===== src/common/video_pkg.sv =====
package video_pkg;

	// ==============================
	// Pixel and coordinate types
	// ==============================

	// One colour channel
	typedef logic [7:0] color_t;

	// Packed colour, red low byte, green middle, blue high
	typedef logic [23:0] pixel_t;

	// Chunky 8-bit palette index
	typedef logic [7:0] pal_index_t;

	// Horizontal or vertical counter value
	typedef logic [10:0] coord_t;

	// ==============================
	// Default display timing
	// ==============================

	// 640 x 400 at 70 Hz, hsync negative, vsync positive
	localparam int DEF_H_LINE  = 800;
	localparam int DEF_H_BACK  = 48;
	localparam int DEF_H_FRONT = 16;
	localparam int DEF_H_PULSE = 96;
	localparam int DEF_V_LINE  = 449;
	localparam int DEF_V_BACK  = 35;
	localparam int DEF_V_FRONT = 12;
	localparam int DEF_V_PULSE = 2;
	localparam int DEF_HS_POL  = 0;
	localparam int DEF_VS_POL  = 1;

	localparam int DEF_FIFO_DEPTH = 16;

endpackage


===== src/video_out/display_timing.sv =====
`timescale 1ns/1ps

module display_timing #(
	parameter int H_LINE  = video_pkg::DEF_H_LINE,
	parameter int H_BACK  = video_pkg::DEF_H_BACK,
	parameter int H_FRONT = video_pkg::DEF_H_FRONT,
	parameter int H_PULSE = video_pkg::DEF_H_PULSE,
	parameter int V_LINE  = video_pkg::DEF_V_LINE,
	parameter int V_BACK  = video_pkg::DEF_V_BACK,
	parameter int V_FRONT = video_pkg::DEF_V_FRONT,
	parameter int V_PULSE = video_pkg::DEF_V_PULSE,
	parameter int HS_POL  = video_pkg::DEF_HS_POL,
	parameter int VS_POL  = video_pkg::DEF_VS_POL
) (
	input  logic             clock,
	input  logic             i_rst_n,

	// FIFO head
	input  logic             i_empty,
	input  video_pkg::pixel_t i_head,
	output logic             o_pop,

	// Video out
	output logic             o_de,
	output logic             o_hsync,
	output logic             o_vsync,
	output video_pkg::color_t o_r,
	output video_pkg::color_t o_g,
	output video_pkg::color_t o_b,

	output logic             o_vblank_irq,
	output logic             o_underflow
);

	localparam int H_ACTIVE = H_LINE - H_BACK - H_FRONT - H_PULSE;
	localparam int V_ACTIVE = V_LINE - V_BACK - V_FRONT - V_PULSE;

	// Line order is sync, back porch, active, front porch
	localparam video_pkg::coord_t H_SYNC_END = video_pkg::coord_t'(H_PULSE);
	localparam video_pkg::coord_t H_START    = video_pkg::coord_t'(H_PULSE + H_BACK);
	localparam video_pkg::coord_t H_END      = video_pkg::coord_t'(H_PULSE + H_BACK + H_ACTIVE);
	localparam video_pkg::coord_t H_LAST     = video_pkg::coord_t'(H_LINE - 1);
	localparam video_pkg::coord_t V_SYNC_END = video_pkg::coord_t'(V_PULSE);
	localparam video_pkg::coord_t V_START    = video_pkg::coord_t'(V_PULSE + V_BACK);
	localparam video_pkg::coord_t V_END      = video_pkg::coord_t'(V_PULSE + V_BACK + V_ACTIVE);
	localparam video_pkg::coord_t V_LAST     = video_pkg::coord_t'(V_LINE - 1);

	// Active levels of the sync pulses
	localparam logic HS_ACT = (HS_POL != 0);
	localparam logic VS_ACT = (VS_POL != 0);

	video_pkg::coord_t h_cnt;
	video_pkg::coord_t v_cnt;

	logic h_act;
	logic v_act;
	logic de0;
	logic hs0;
	logic vs0;
	logic vblank0;
	logic vblank_q;
	logic irq0;
	video_pkg::pixel_t pix0;

	// First delay stage
	logic de1;
	logic hs1;
	logic vs1;
	logic irq1;
	logic uf1;
	video_pkg::pixel_t pix1;

	// ==============================
	// Position counters
	// ==============================

	always_ff @(posedge clock) begin
		if (!i_rst_n) begin
			h_cnt <= '0;
			v_cnt <= '0;
		end else if (h_cnt == H_LAST) begin
			h_cnt <= '0;
			v_cnt <= (v_cnt == V_LAST) ? '0 : v_cnt + 1'b1;
		end else begin
			h_cnt <= h_cnt + 1'b1;
		end
	end

	assign h_act   = (h_cnt >= H_START) && (h_cnt < H_END);
	assign v_act   = (v_cnt >= V_START) && (v_cnt < V_END);
	assign de0     = h_act && v_act;
	assign hs0     = (h_cnt < H_SYNC_END) ? HS_ACT : !HS_ACT;
	assign vs0     = (v_cnt < V_SYNC_END) ? VS_ACT : !VS_ACT;
	assign vblank0 = !v_act;

	// Rise of vertical blank
	assign irq0 = vblank0 && !vblank_q;

	// Never stall, show black when starved
	assign o_pop = de0 && !i_empty;
	assign pix0  = o_pop ? i_head : '0;

	// ==============================
	// Two-stage output delay
	// ==============================

	always_ff @(posedge clock) begin
		if (!i_rst_n) begin
			// Counters start in vblank, so no pulse right after reset
			vblank_q     <= 1'b1;
			de1          <= 1'b0;
			hs1          <= !HS_ACT;
			vs1          <= !VS_ACT;
			irq1         <= 1'b0;
			uf1          <= 1'b0;
			o_de         <= 1'b0;
			o_hsync      <= !HS_ACT;
			o_vsync      <= !VS_ACT;
			o_vblank_irq <= 1'b0;
			o_underflow  <= 1'b0;
		end else begin
			vblank_q     <= vblank0;
			de1          <= de0;
			hs1          <= hs0;
			vs1          <= vs0;
			irq1         <= irq0;
			uf1          <= de0 && i_empty;
			o_de         <= de1;
			o_hsync      <= hs1;
			o_vsync      <= vs1;
			o_vblank_irq <= irq1;
			// Sticky until reset
			o_underflow  <= o_underflow || uf1;
		end
	end

	always_ff @(posedge clock) begin
		pix1 <= pix0;
		o_r  <= pix1[7:0];
		o_g  <= pix1[15:8];
		o_b  <= pix1[23:16];
	end

endmodule


===== config.mk =====
export PLATFORM = sky130hd
export DESIGN_NAME = display_timing
export DESIGN_NICKNAME = d
export VERILOG_FILES = /design/src/common/video_pkg.sv /design/src/video_out/display_timing.sv
export SDC_FILE = /design/constraint.sdc
export NUM_CORES = 1
export LEC_CHECK = 0
export BUFFER_PORTS_ARGS = -buffer_cell sky130_fd_sc_hd__buf_2
export CAP_MARGIN = 20
export CORE_ASPECT_RATIO = 1.5
export CORE_MARGIN = 5
export CORE_UTILIZATION = 53
export DETAILED_ROUTE_END_ITERATION = 8
export PLACE_DENSITY = 0.84
export SETUP_SLACK_MARGIN = 0.05
export SLEW_MARGIN = 40
export SYNTH_ARGS = -nofsm -noshare
export SYNTH_HDL_FRONTEND = slang
export SYNTH_SLANG_ARGS = --single-unit

===== constraint.sdc =====
create_clock -name clock -period 3.3 [get_ports clock]
set_clock_uncertainty 0.1 [all_clocks]
set_input_delay 0.495 -clock clock [delete_from_list [all_inputs] [get_ports clock]]
set_output_delay 0.495 -clock clock [all_outputs]
set_load 0.005 [all_outputs]

## After elaboration in Yosys (flattened, before gate mapping)

Index checks and enable logic that the tools add are counted.

| word-level totals | value |
|---|---|
| register bits after elaboration | 81 |
| latch bits | 0 |
| bits in writable memories | 0 |
| memory bits (read-only) | 0 |
| input bits | 27 |
| output and inout bits | 30 |
| logic and storage cells | 42 |
| memories kept | 0 |

| operators by class | value |
|---|---|
| $add $sub $neg | 2 |
| $mul | 0 |
| div/mod/pow operators | 0 |
| magnitude comparators | 6 |
| equality and inequality tests | 2 |
| shift-type cells | 0 |
| multiplexer cells | 3 |
| bitwise logic cells | 1 |
| reduce and logical (&&, ||, !) cells | 11 |

Operators by type and width:

| operator | number |
|---|---|
| $add 11x1->11 const B | 2 |
| $eq 11x10->1 const B | 1 |
| $eq 11x9->1 const B | 1 |
| $ge 11x6->1 const B | 1 |
| $ge 11x8->1 const B | 1 |
| $lt 11x10->1 const B | 1 |
| $lt 11x2->1 const B | 1 |
| $lt 11x7->1 const B | 1 |
| $lt 11x9->1 const B | 1 |
| $mux 11 | 1 |
| $logic_and 1x1->1 | 6 |
| $logic_not 1->1 | 3 |
| $mux 1 | 2 |
| $reduce_or 2->1 | 1 |
| $logic_or 1x1->1 | 1 |
| $not 1->1 | 1 |

## Logic depth before layout (Yosys ltp)

| logic depth | value |
|---|---|
| depth after elaboration | 4 |
| depth in mapped cells | 8 |
| depth with buffers taken out | 6 |

## Worst setup path before layout

OpenSTA, ideal clock, no wires.

| path | value |
|---|---|
| path type | flip-flop to output port |
| start point | register h_cnt[4] |
| end point | output o_pop |
| data arrival time | 1.861 ns |
| data required time | 2.705 ns |
| setup slack | 0.844 ns |
| stages on the path, launching flop included | 6 |
| path buffers | 2 |
| path through | dfxtp_1 -> clkbuf_1 -> o41a_1 -> a221oi_1 -> clkbuf_1 -> nor3b_1 |

| between the ends | value |
|---|---|
| longest elaborated chain between the ends | 4 |
| elaborated cells between the ends (all ways) | 5 |
| classes of those cells | 2 x order compare; 3 x reduce/logical |

RTL lines:

| item | line | RTL |
|---|---|---|
| start: declaration | display_timing.sv:52 | `video_pkg::coord_t h_cnt;` |
| start signal: assignment | display_timing.sv:85 | `h_cnt <= h_cnt + 1'b1;` |
| $ge 11x8->1 or $lt 11x10->1 (tied branches) | display_timing.sv:89 | `assign h_act = (h_cnt >= H_START) && (h_cnt < H_END);` |
| $logic_and 1x1->1 (*) | display_timing.sv:89 |  |
| $logic_and 1x1->1 (*) | display_timing.sv:91 | `assign de0 = h_act && v_act;` |
| $logic_and 1x1->1 (*) | display_timing.sv:100 | `assign o_pop = de0 && !i_empty;` |
| end: declaration | display_timing.sv:21 | `output logic o_pop,` |

Every way passes the cells marked *; elsewhere a longest branch is shown, timed or not.

## Worst setup path in the final report

| path | value |
|---|---|
| start point | register v_cnt[1] |
| end point | output o_pop |

| between the ends | value |
|---|---|
| longest elaborated chain between the ends | 4 |
| elaborated cells between the ends (all ways) | 5 |
| classes of those cells | 2 x order compare; 3 x reduce/logical |

RTL lines:

| item | line | RTL |
|---|---|---|
| start: declaration | display_timing.sv:53 | `video_pkg::coord_t v_cnt;` |
| start signal: assignment | display_timing.sv:83 | `v_cnt <= (v_cnt == V_LAST) ? '0 : v_cnt + 1'b1;` |
| $ge 11x6->1 or $lt 11x9->1 (tied branches) | display_timing.sv:90 | `assign v_act = (v_cnt >= V_START) && (v_cnt < V_END);` |
| $logic_and 1x1->1 (*) | display_timing.sv:90 |  |
| $logic_and 1x1->1 (*) | display_timing.sv:91 |  |
| $logic_and 1x1->1 (*) | display_timing.sv:100 |  |

Marked as above.

==> metrics.yaml <==
clock_network:
  clock_sinks: 81
  cts_tree: "done"
  holdBufCountCts: 0
  clk_path_buf_depth: 2
  clkTransAtPathRegs_ps: 80
  cts_buffers: 9
  cts-resized-gates: 0
  post-cts-setup-buffers: 0
  htree_levels: 3
  cts.root.buffer_cell: "clkbuf_8"
  clkLatencyLatePin_ps: 350
detailed_routing:
  drt_iter0_drc: 92
  antenna_left: 0
  drt_wl_total_um: 5200
  num_vias: 1963
  post_drt_via_cell_ratio: 5.25
  drc: 0
  wl_per_cell_um: 13.9
  drtPass1Iterations: 5
job:
  max_cap_viol_count: 0
finish:
  final_util: 0.645
  fin_nets: 334
  finalNonFillerCells: 374
  syn_to_final_growth_pct: 20.1
  diodes: 0
  drive_gt1_frac: 0.261
synth:
  synthArstFlopShare: 0
  yosys-top-cells-count: "dfxtp_1 (81), nor4bb_1 (25), nor2_1 (22)"
  synthTopCellsByArea: "dfxtp_1 (59%), nor4bb_1 (9.2%), nor2_1 (3.0%)"
  synth_top_cell_by_area: "dfxtp_1"
  synthCells: 247
  ys_seq_area_frac: 0.594
  synthFlopType: "dfxtp_1"
  synth_edf_count: 0
  yosys.cell_count.top_type: "dfxtp_1"
  synth_top_area_frac: 0.594
  ys_ff_latch: 81
  syn-num-nets: 279
  ys_warn_count: 0
  netlist_area_mm2: 0.00273
  syn_area_per_cell_um2: 11.1
  synth_cell_types: 38
power:
  cellLeakagePower_uw: 0.00132
  power_density_mw_per_mm2: 570
  ir_drop_mv: 0.412
timing:
  fin_ws_ps: 302
  max_freq_ghz: 0.334
  tightest_slew_ps: 437
  period_share: 0.908
  maxSlewHeadroom: 0.708
  finalHoldViolations: 0
  tns_ps: 0
  drv_slew: 0
  rsz0062_at_grt: "no"
  finalSetupViolCount: 0
  period_needed_ps: 3000
worst_hold_path:
  hold_class: "reg2reg"
placement:
  hpwl_um: 3510
  placed_cells: 359
  pre_cts_slack_ps: 721
  io_buffers: 56
  globalplace.congestion: 0.871
setup_path:
  crit_path_start_kind: "flip-flop"
  path_class: "reg2out"
  cp_data_arrival_time_ps: 2400
  slowest_stage: "or4_1"
  cp.required_ps: 2700
  path_cells: "inv_1 -> ha_1 -> nor3_1 -> or4_1 -> a311o_1 -> buf_4 -> nor3b_1 -> buf_2"
  end_kind: "output port"
  cp_slowest_stage_delay_ps: 420
  cp_max_fo: 29
status:
  status: "complete, no violations"
floorplan:
  ios: 57
  std_cell_rows: 32
  die_h_um: 97.9
  core_area_mm2: 0.00508
  die_area_mm2: 0.00672
  die_width_um: 68.6
  start_util: 0.537
global_route:
  grt_pass1_wl_um: 8830
  grt_pass1_vias: 1922
  antenna_found_initial: 0
  grt_usage: 0.177
  grt_max_degree: 30
  grt_overflow_total: 0
## final timing paths
kind,from,end,slack [ps],cells past startpoint
setup / recovery,v_cnt[1],o_pop,300,8
hold / removal,pix1[15],o_g[7],230,0
setup reg to reg,h_cnt[0],v_cnt[7],1010,5
hold reg to reg,pix1[15],o_g[7],230,0
## layout by cell type, fill, tap and decap left out, types with 2 or more instances in the layout
master,n
buf_4,2
or4_4,2
nor2_1,22
nor3_1,3
and4_1,2
nor4bb_1,25
inv_1,7
and3_1,4
dfxtp_1,81
a21oi_1,7
buf_2,56
o21ai_0,5
or3_1,4
nand3_1,10
ha_1,5
nand4_1,4
nor4_1,4
o31ai_1,4
nor3b_1,2
xor2_1,4
and2_1,3
bufinv_16,3
or4_1,3
nand2_1,11
xnor2_1,8
clkbuf_8,9
## power by group
group | total [uW] | internal (uW) | switching, uW
registers | 986 | 982 | 4.07
logic | 38.9 | 20.6 | 18.4
clock network | 844 | 502 | 342
total | 1870 | 1500 | 365
## layout make-up
cell class	instances	area [um2]
Sequential cell	81	1620
Multi-Input combinational cell	145	1010
Clock inverter	6	115
Tap cell	68	85.1
Clock buffer	9	124
Timing Repair Buffer	58	295
Fill cell	397	1800
Inverter	7	26.3
## state kept, by name, indices dropped and copies added (netlist names)
| name | flops |
|---|---|
| o_g | 8 |
| o_vsync | 1 |
| vblank_q | 1 |
| o_vblank_irq | 1 |
| h_cnt | 11 |
| v_cnt | 11 |
| hs1 | 1 |
| irq1 | 1 |
| o_b | 8 |
| vs1 | 1 |
| o_hsync | 1 |
| uf1 | 1 |
| o_r | 8 |
| pix1 | 24 |
| o_underflow | 1 |
| de1 | 1 |
| o_de | 1 |
## logic make-up (layout without fill, tap and decap cells)
| logic type | Yosys count | after routing | synth area share |
|---|---|---|---|
| AO/OA/AOI/OAI | 23 | 23 | 0.0568 |
| flip-flops | 81 | 81 | 0.594 |
| adder cells (fa/ha/maj) | 5 | 5 | 0.0229 |
| XOR/XNOR | 12 | 12 | 0.0385 |
| AND/OR/NAND/NOR | 105 | 105 | 0.251 |
| buffers and inverters | 21 | 80 | 0.0376 |
## layer usage
metal / share of wire / up-vias / global-route usage
met5: 0 / - / 0
met4: 0.034 / 0 / 0.115
met3: 0.047 / 18 / 0.0506
met2: 0.52 / 51 / 0.275
met1: 0.40 / 900 / 0.204
li1: - / 994 / -
## per-stage QoR
stage	power, uW	cell area (um2)	hold slack, ps
floorplan	1030	2730	210
global placement	1050	3040	210
detailed placement	1050	3040	214
CTS	1890	3280	232
global route	1940	3280	234
finish	1870	3280	230
## critical path: cells and delay by family, from the launching register on
family | cells | cell delay, ps
AO/OA/AOI/OAI | 1 | 350
adder cells (fa/ha/maj) | 1 | 160
buffers and inverters | 3 | 490
flip-flops | 1 | 360
AND/OR/NAND/NOR | 3 | 690
Power figures use the tool's default switching activity.
