<file path="config.mk">
export PLATFORM = sky130hd
export DESIGN_NAME = pixel_fifo
export DESIGN_NICKNAME = d
export VERILOG_FILES = /design/src/common/video_pkg.sv /design/src/video_out/pixel_fifo.sv
export SDC_FILE = /design/constraint.sdc
export NUM_CORES = 1
export LEC_CHECK = 0
export BUFFER_PORTS_ARGS = -buffer_cell sky130_fd_sc_hd__buf_2
export CORE_MARGIN = 4
export CORE_UTILIZATION = 35
export CTS_CLUSTER_SIZE = 14
export DETAILED_ROUTE_END_ITERATION = 7
export PLACE_DENSITY = 0.58
export SLEW_MARGIN = 30
export SYNTH_ARGS = -nofsm -noshare
export SYNTH_HDL_FRONTEND = slang
export SYNTH_SLANG_ARGS = --single-unit
</file>
<file path="constraint.sdc">
create_clock -name clock -period 9 [get_ports clock]
set_input_delay 0.9 -clock clock [delete_from_list [all_inputs] [get_ports clock]]
set_output_delay 0.9 -clock clock [all_outputs]
set_load 0.02 [all_outputs]
</file>
<file path="src/common/video_pkg.sv">
package video_pkg;

	// ==============================
	// Pixel and coordinate types
	// ==============================

	// One colour channel
	typedef logic [7:0] color_t;

	// Packed colour, red low byte, green middle, blue high
	typedef logic [23:0] pixel_t;

	// Chunky 8-bit palette index
	typedef logic [7:0] pal_index_t;

	// Horizontal or vertical counter value
	typedef logic [10:0] coord_t;

	// ==============================
	// Default display timing
	// ==============================

	// 640 x 400 at 70 Hz, hsync negative, vsync positive
	localparam int DEF_H_LINE  = 800;
	localparam int DEF_H_BACK  = 48;
	localparam int DEF_H_FRONT = 16;
	localparam int DEF_H_PULSE = 96;
	localparam int DEF_V_LINE  = 449;
	localparam int DEF_V_BACK  = 35;
	localparam int DEF_V_FRONT = 12;
	localparam int DEF_V_PULSE = 2;
	localparam int DEF_HS_POL  = 0;
	localparam int DEF_VS_POL  = 1;

	localparam int DEF_FIFO_DEPTH = 16;

endpackage

</file>
<file path="src/video_out/pixel_fifo.sv">
`timescale 1ns/1ps

module pixel_fifo #(
	parameter int FIFO_DEPTH = video_pkg::DEF_FIFO_DEPTH
) (
	input  logic             clock,
	input  logic             i_rst_n,

	input  logic             i_push,
	input  video_pkg::pixel_t i_push_pixel,

	input  logic             i_pop,
	output video_pkg::pixel_t o_head,
	output logic             o_empty,

	// One pulse per pop, back to the fetch stage
	output logic             o_credit
);

	localparam int AW = (FIFO_DEPTH > 1) ? $clog2(FIFO_DEPTH) : 1;
	localparam int CW = $clog2(FIFO_DEPTH + 1);

	video_pkg::pixel_t mem [FIFO_DEPTH];

	logic [AW-1:0] wr_ptr;
	logic [AW-1:0] rd_ptr;
	logic [CW-1:0] count;
	logic          full;
	logic          do_push;
	logic          do_pop;

	assign full    = (count == CW'(FIFO_DEPTH));
	assign o_empty = (count == '0);
	assign do_push = i_push && !full;
	assign do_pop  = i_pop && !o_empty;

	// Show-ahead head, credit on the pop edge
	assign o_head   = mem[rd_ptr];
	assign o_credit = do_pop;

	always_ff @(posedge clock) begin
		if (do_push) begin
			mem[wr_ptr] <= i_push_pixel;
		end
	end

	// ==============================
	// Pointers and occupancy
	// ==============================

	always_ff @(posedge clock) begin
		if (!i_rst_n) begin
			wr_ptr <= '0;
			rd_ptr <= '0;
			count  <= '0;
		end else begin
			if (do_push) begin
				wr_ptr <= (wr_ptr == AW'(FIFO_DEPTH - 1)) ? '0 : wr_ptr + 1'b1;
			end
			if (do_pop) begin
				rd_ptr <= (rd_ptr == AW'(FIFO_DEPTH - 1)) ? '0 : rd_ptr + 1'b1;
			end
			if (do_push && !do_pop) begin
				count <= count + 1'b1;
			end else if (do_pop && !do_push) begin
				count <= count - 1'b1;
			end
		end
	end

endmodule

</file>
; ---- After elaboration in Yosys (flattened, before gate mapping)
; Memory sizes are Yosys's and may differ from the RTL's. A register that Yosys moved wholly into a read port is not among the register bits.
; Cells that the tools add are included.
[totals]
reg_bits = 13
mem_bits_rw = 384
in_bits = 28
output_inout_bits = 26
elab_cells = 29
n_memories = 1
[op_classes]
addsub = 4
n_eq_ne = 3
n_mux = 8
reduce_logical = 10
[memory_table]
columns = memory, depth, width, read_ports, rd_clocked_by_memory_dff, write_ports, line
row1 = mem, 16, 24, 1, 1, 1, pixel_fifo.sv:23  ; video_pkg::pixel_t mem [FIFO_DEPTH];
[ops]
columns = op, n
row1 = 4-bit 2-to-1 mux, 4
row2 = 5-bit 2-to-1 mux, 2
row3 = "4-bit by 1-bit adder with 4-bit output, second input constant", 2
row4 = "4-bit equality test, second input constant", 2
row5 = "5-bit by 1-bit adder with 5-bit output, second input constant", 1
row6 = "5-bit equality test, second input constant", 1
row7 = 5-bit zero test, 1
row8 = "5-bit by 1-bit subtractor with 5-bit output, second input constant", 1
row9 = 1-bit logical AND, 4
row10 = 1-bit zero test, 4
row11 = 1-bit 2-to-1 mux, 2
row12 = 2-bit nonzero test, 1

; ---- Longest topological paths before layout
; Gate-level depths: netlist of the first run.
[logic_depth]
word_depth = 7
depth_mapped = 11
ltp_nobuf = 9

; ---- Least setup slack after synthesis of the first run
; Ideal clock, no wire load.
[synth_path]
path_kind = in2reg
startpoint = input i_push
endpoint = memory mem[0][0] (netlist name), enable pin
setup_time_ps = 435
arrival_ps = 2914
required_ps = 8565
setup_slack_ps = 5651
stages = 4
path_cell_list = o21a_1 buf_6 nand2_1 nor3_1
[synth_between]
elab_chain_cells = 3
[synth_lines]
columns = element, line
row1 = "start, declared", pixel_fifo.sv:9  ; input logic i_push,
row2 = 1-bit logical AND, pixel_fifo.sv:34  ; assign do_push = i_push && !full;
row3 = named net do_push, pixel_fifo.sv:29  ; logic do_push;
row4 = 1-bit 2-to-1 mux, pixel_fifo.sv:42  ; if (do_push) begin
row5 = 1-bit 2-to-1 mux (not written as such), pixel_fifo.sv:43  ; mem[wr_ptr] <= i_push_pixel;
row6 = "end, declared", pixel_fifo.sv:23
; The timed path passes the listed nets, and every way through them passes these cells.

==> results.json, run 1 <==
{
  "status": "finished, final reports clean",
  "num_vias": 7126,
  "path_max_fanout": 45,
  "grtUsageTotal_pct": 14.3,
  "peakVddDrop_uv": 126,
  "clockBufferDepth": 3,
  "maxSlewViolCount": 0,
  "yosysSeqAreaShare_pct": 77.4,
  "synthDistinctLibCells": 38,
  "io_buffer_count": 53,
  "wl_per_cell_um": 23.5,
  "coreArea_um2": 43200,
  "grt_max_degree": 72,
  "maxCapViolations": 0,
  "end_kind": "output pin",
  "rsz0062_at_grt": "false",
  "p_leak_nw": 5.64,
  "post-cts-setup-buffers": 0,
  "finalCritPeriodShare_pct": 45.0,
  "hold_end": "count[3]",
  "r2r-end": "count[4]",
  "cts_hold_buf": 0,
  "area_growth_pct": 17.0,
  "drive_gt1_share_pct": 31.3,
  "rows": 76,
  "seq_area_um2": 11900,
  "slew_headroom_pct": 48.6,
  "max_freq_mhz": 247,
  "die_w_um": 217,
  "gp_congestion": 0.686,
  "cts_root_buffer": "clkbuf_16",
  "synthCells": 707,
  "finClkSkew_ns": 0.0229,
  "via_per_inst": 5.05,
  "dp_hpwl_um": 18600,
  "avgSynthCellArea_um2": 21.7,
  "synth-seq-cells": 401,
  "timing_worst_setup_path_type": "flop to output pin",
  "multi_input_area_um2": 3390,
  "dr.pass1.iters": 4,
  "fin_nets": 831,
  "overflow": 0,
  "htree_levels": 2,
  "netlist_area_um2": 15300,
  "antenna_found_initial": 3,
  "hold_path_class": "flop to flop",
  "yosys-top-cells-area": "edfxtp_1 (75%), mux4_2 (14%), a22oi_1 (2.3%), dfxtp_1 (2.2%), nand2_1 (0.91%)",
  "die_y_um": 217,
  "report.final.setup_viol": 0,
  "io_pins": 54,
  "crit_required_ns": 8.10,
  "period_needed_ns": 4.05,
  "min_from": "count[3]",
  "syn-num-nets": 746,
  "grt_pass1_wl_um": 49800,
  "drc_errors": 0,
  "antenna_left": 0,
  "initial_utilization_pct": 35.5,
  "numCtsBuffers": 43,
  "path_clk_slew_ns": 0.06,
  "hold_depth": 2,
  "yosysWarnings": 0,
  "clkLatencyLatePin_ns": 0.54,
  "nFillCells": 3818,
  "arrival_ns": 3.15,
  "routed_wl_um": 33200,
  "reg2reg_depth": 9,
  "cellPowerDensity_nw_per_um2": 254,
  "rr_startpoint": "count[0]",
  "finalHoldViolCount": 0,
  "cts.sinks": 401,
  "cts_tree": "built",
  "drt_iter0_drc": 439,
  "setup_tns_ns": 0,
  "ff2ff_setup_slack_ns": 6.07,
  "synth_top_cell_by_area": "edfxtp_1",
  "startpoint_type": "flop",
  "cts_resized": 0,
  "dieArea_um2": 47200,
  "worst_slew_pin_slew_ns": 0.771,
  "yosysTopAreaCellShare_pct": 75.2,
  "fin_util_pct": 41.6,
  "grt_pass1_vias": 7733
}
==> layout by cell type (no fill, tap or decap), types with 2 or more instances in the layout <==
master and instances:
ha_1 10, nor2b_1 3, buf_8 6, o21ai_0 3, buf_16 5, clkinv_1 10
nand3_1 4, buf_6 2, a22oi_1 48, dfxtp_4 2, bufinv_16 2, nor3_2 4
xnor2_1 4, edfxtp_1 384, buf_4 12, nand2b_1 4, clkinv_2 7, dfxtp_1 15
nor2_4 13, a21oi_1 4, nand2_1 37, nor2b_2 2, inv_1 7, clkbuf_16 43
inv_6 4, clkinvlp_4 2, clkbuf_1 9, buf_2 53, mux4_2 96, and2_1 6
mux2i_1 4
==> state kept, by name, indices dropped and copies added (netlist names), named ones only <==
name / cells
mem: 384
rd_ptr: 4
wr_ptr: 4
count: 5
==> report_power, final <==
| group | internal, mW | switching [mW] | total, mW |
|---|---|---|---|
| combinational | 0.361 | 0.397 | 0.758 |
| sequential | 2.11 | 0.0645 | 2.17 |
| clock | 0.937 | 0.686 | 1.62 |
| total | 3.40 | 1.15 | 4.55 |
==> metal layers <==
metal,GRT usage (%),part of all wire (%),up-vias
li1,-,-,3130
met1,20.1,43,3771
met2,23.2,49,173
met3,2.65,6.0,48
met4,3.52,1.6,4
met5,0,0.072,-
==> through the flow <==
stage / hold WS [ns] / cell area [um^2] / instances / worst slack (ns) / total power [mW]
after floorplan: 0.472 / 15300 / 707 / 5.65 / 2.78
after global placement: 0.502 / 16400 / 1320 / 5.16 / 2.99
after detailed placement: 0.511 / 16600 / 1332 / 5.17 / 3.00
after CTS: 0.520 / 17900 / 1409 / 4.57 / 4.62
after global routing: 0.551 / 17900 / 1409 / 4.68 / 4.76
final: 0.520 / 17900 / 1410 / 4.95 / 4.55
==> how the worst max path moves through the flow <==
stage                 from          to  cells after the start
floorplan           i_push   mem[0][0]                      4
global placement      flop  o_head[23]                      5
detailed placement    flop  o_head[23]                      5
CTS                   flop  o_head[23]                      5
global route          flop  o_head[23]                      5
finish                flop  o_head[23]                      5
==> synthesized netlist by cell type (all sizes together) <==
cell    instances
dfxtp          17
o211ai          2
xor2            1
nand3b          1
a31oi           2
nand2b          4
edfxtp        384
o32ai           1
or4             1
mux2i           4
a21o            2
a21oi           4
a21boi          1
nand2          37
fa              1
and2            6
clkbuf         21
nor2           14
mux4           96
nor3            5
a22oi          48
o21a            1
buf            18
nor2b           5
o21ai           4
ha             10
nand3           4
inv             7
xnor2           4
a311o           1
a31o            1
==> worst max-delay path: stages, from the launching register on <==
cell and delay (ns):
dfxtp_4 0.80, buf_6 0.62, mux4_2 0.58, a22oi_1 0.19
nand2_1 0.18, buf_2 0.20
==> area by class of cell <==
type	instances	area share [%]
timing repair buffer	79	3.49
antenna	1	0.0139
multi-input combinational	260	18.9
inverter	7	0.146
clock buffer	52	6.19
sequential	401	66.2
clock inverter	25	1.02
tap	585	4.08
==> cell families (layout without fill, tap and decap cells) <==
kind of cell | count (synthesis) | after routing | synth area share (%)
XOR/XNOR | 5 | 5 | 0.285
AND/OR/NAND/NOR | 77 | 77 | 2.25
buffers and inverters | 46 | 163 | 1.34
AO/OA/AOI/OAI | 67 | 67 | 3.43
other | 0 | 1 | 0
flip-flops | 401 | 401 | 77.4
adder cells (fa/ha/maj) | 11 | 11 | 0.946
multiplexers | 100 | 100 | 14.4
(Power assumes the default switching activity.)
==> inputs of run 2 (changes only) <==
Settings changed: PLACE_DENSITY 0.58 to 0.6.
Clock period 9 ns to 3.41 ns, I/O delays scaled along.
==> run 2 against run 1 <==
Critical path depth did not move. First-iteration DRC count rose by 36%. Non-clock buffer count rose by 8. Worst setup slack got worse by 4.5 ns. Flip-flop and latch count did not move. Cell area barely moved. Combinational power rose to 2.8 times the previous value. Cell count rose by 0.43%. Via count rose by 0.53%. Clock power rose to 2.6 times the previous value. Die area did not move. Routed wire length fell by 2.6%.
==> results.json, run 2 (synthesized netlist as in run 1, its figures left out) <==
{
  "status": "finished, final reports clean",
  "cts_resized": 0,
  "worst_slew_pin_slew_ns": 0.738,
  "p_sw_mw": 3.02,
  "finClkSkew_ns": 0.0121,
  "grt_max_degree": 49,
  "path_max_fanout": 24,
  "via_per_inst": 5.06,
  "combPwrFrac_pct": 17.6,
  "gp_congestion": 0.702,
  "initial_utilization_pct": 35.5,
  "drc_errors": 0,
  "io_pins": 54,
  "die_w_um": 217,
  "r2r-end": "count[4]",
  "rsz0062_at_grt": "false",
  "fin_area_um2": 18000,
  "coreArea_um2": 43200,
  "area_growth_pct": 17.1,
  "num_vias": 7164,
  "dp_hpwl_um": 18900,
  "fin_nets": 839,
  "die_y_um": 217,
  "diodes": 0,
  "largest_register_ffs": 384,
  "path_clk_slew_ns": 0.06,
  "period_needed_ns": 3.01,
  "drive_gt1_share_pct": 31.5,
  "rr_startpoint": "count[0]",
  "power_frac_seq_pct": 47.3,
  "hold_path_class": "primary input to flop",
  "grt_pass1_vias": 7723,
  "p_leak_nw": 5.65,
  "report.final.setup_viol": 0,
  "antenna_left": 0,
  "antenna_found_initial": 2,
  "swShare_pct": 25.0,
  "cts.sinks": 401,
  "final_common_cell": "edfxtp_1",
  "dr.pass1.iters": 5,
  "htree_levels": 2,
  "hold_depth": 1,
  "finalCritPeriodShare_pct": 88.2,
  "ff2ff_setup_slack_ns": 0.52,
  "maxSlewViolCount": 0,
  "wl_per_cell_um": 22.8,
  "regMostFlops": "mem",
  "max_freq_mhz": 333,
  "cts_root_buffer": "clkbuf_16",
  "overflow": 0,
  "io_buffer_count": 53,
  "setup_tns_ns": 0,
  "clkLatencyLatePin_ns": 0.53,
  "place_area_um2": 16600,
  "dieArea_um2": 47200,
  "p_int_mw": 9.07,
  "pwr-share-clk_pct": 35.1,
  "grt_pass1_wl_um": 49700,
  "slew_headroom_pct": 50.7,
  "arrival_ns": 2.67,
  "largestRegisters": "mem x384, count x5",
  "crit_required_ns": 3.07,
  "rows": 76,
  "finalHoldViolCount": 0,
  "cts_hold_buf": 0,
  "numCtsBuffers": 43,
  "min_from": "i_push_pixel[17]",
  "grtUsageTotal_pct": 13.9,
  "final_cell_mix": "edfxtp_1 (384), mux4_2 (96), buf_2 (53), a22oi_1 (48), clkbuf_16 (45)",
  "nFillCells": 3794,
  "hold_end": "mem[11][17]",
  "peakVddDrop_uv": 353,
  "maxCapViolations": 0,
  "post-cts-setup-buffers": 0,
  "clockBufferDepth": 3,
  "reg2reg_depth": 9,
  "cellPowerDensity_nw_per_um2": 673,
  "end_kind": "output pin",
  "cts_tree": "built",
  "drt_iter0_drc": 595,
  "startpoint_type": "flop",
  "routed_wl_um": 32300,
  "timing_worst_setup_path_type": "flop to output pin"
}
run 2: cell types whose count changed in the layout (fill, tap and decap cells not counted), moves of 4 or more:
| cell | delta |
|---|---|
| inv_6 | -4 |
| buf_12 | +7 |
| clkbuf_1 | +4 |
| buf_8 | -4 |
| buf_16 | -4 |
| buf_4 | +11 |
run 2: routing by layer:
layer	up-vias	share of wire, %	track usage (%)
li1	3129	-	-
met1	3774	45	20.5
met2	208	47	21.7
met3	49	5.8	2.60
met4	4	1.6	3.12
met5	-	0.065	0
run 2: worst max path at each step:
stage / startpoint / to / slack [ns] / cells past startpoint
after global routing: flop / o_head[0] / 0.15 / 5
after floorplan: count[0] / mem[0][0] / 0.36 / 6
after detailed placement: count[0] / count[4] / 0.54 / 9
after CTS: flop / o_head[0] / 0.33 / 5
after global placement: count[0] / count[4] / 0.55 / 9
final: flop / o_head[0] / 0.40 / 5
run 2: power groups by stage:
stage / Sequential, mW / Clock [mW] / Combinational (mW)
2_1_floorplan: 5.71 / 0 / 1.62
3_3_place_gp: 5.83 / 0 / 2.17
3_5_place_dp: 5.83 / 0 / 2.17
4_1_cts: 5.73 / 4.34 / 2.18
5_1_grt: 5.75 / 4.59 / 2.34
6_report: 5.72 / 4.24 / 2.13
run 2: final cells by class:
type	instances	area, um^2	area share [%]
clock inverters	18	110	0.613
inverters	7	26.3	0.146
repair buffers	87	656	3.65
well taps	585	732	4.08
flip-flops and latches	401	11900	66.1
clock buffers	58	1170	6.54
multi-input cells	260	3380	18.8
run 2: worst max-delay path: stages, from the launching register on:
cell and delay (ns):
dfxtp_4 0.72, buf_4 0.33, mux4_2 0.52, a22oi_1 0.22
nand2_1 0.15, buf_2 0.19
run 2: through the flow:
| stage | setup WS [ns] | util, % | instances | hold WS [ns] | total power [mW] |
|---|---|---|---|---|---|
| after global routing | 0.153 | 41.6 | 1416 | 0.178 | 12.7 |
| after global placement | 0.548 | 38.5 | 1337 | 0.500 | 7.99 |
| final | 0.403 | 41.6 | 1416 | 0.188 | 12.1 |
| after detailed placement | 0.541 | 38.6 | 1339 | 0.513 | 8.01 |
| after CTS | 0.330 | 41.5 | 1415 | 0.166 | 12.3 |
| after floorplan | 0.357 | - | 707 | 0.440 | 7.33 |
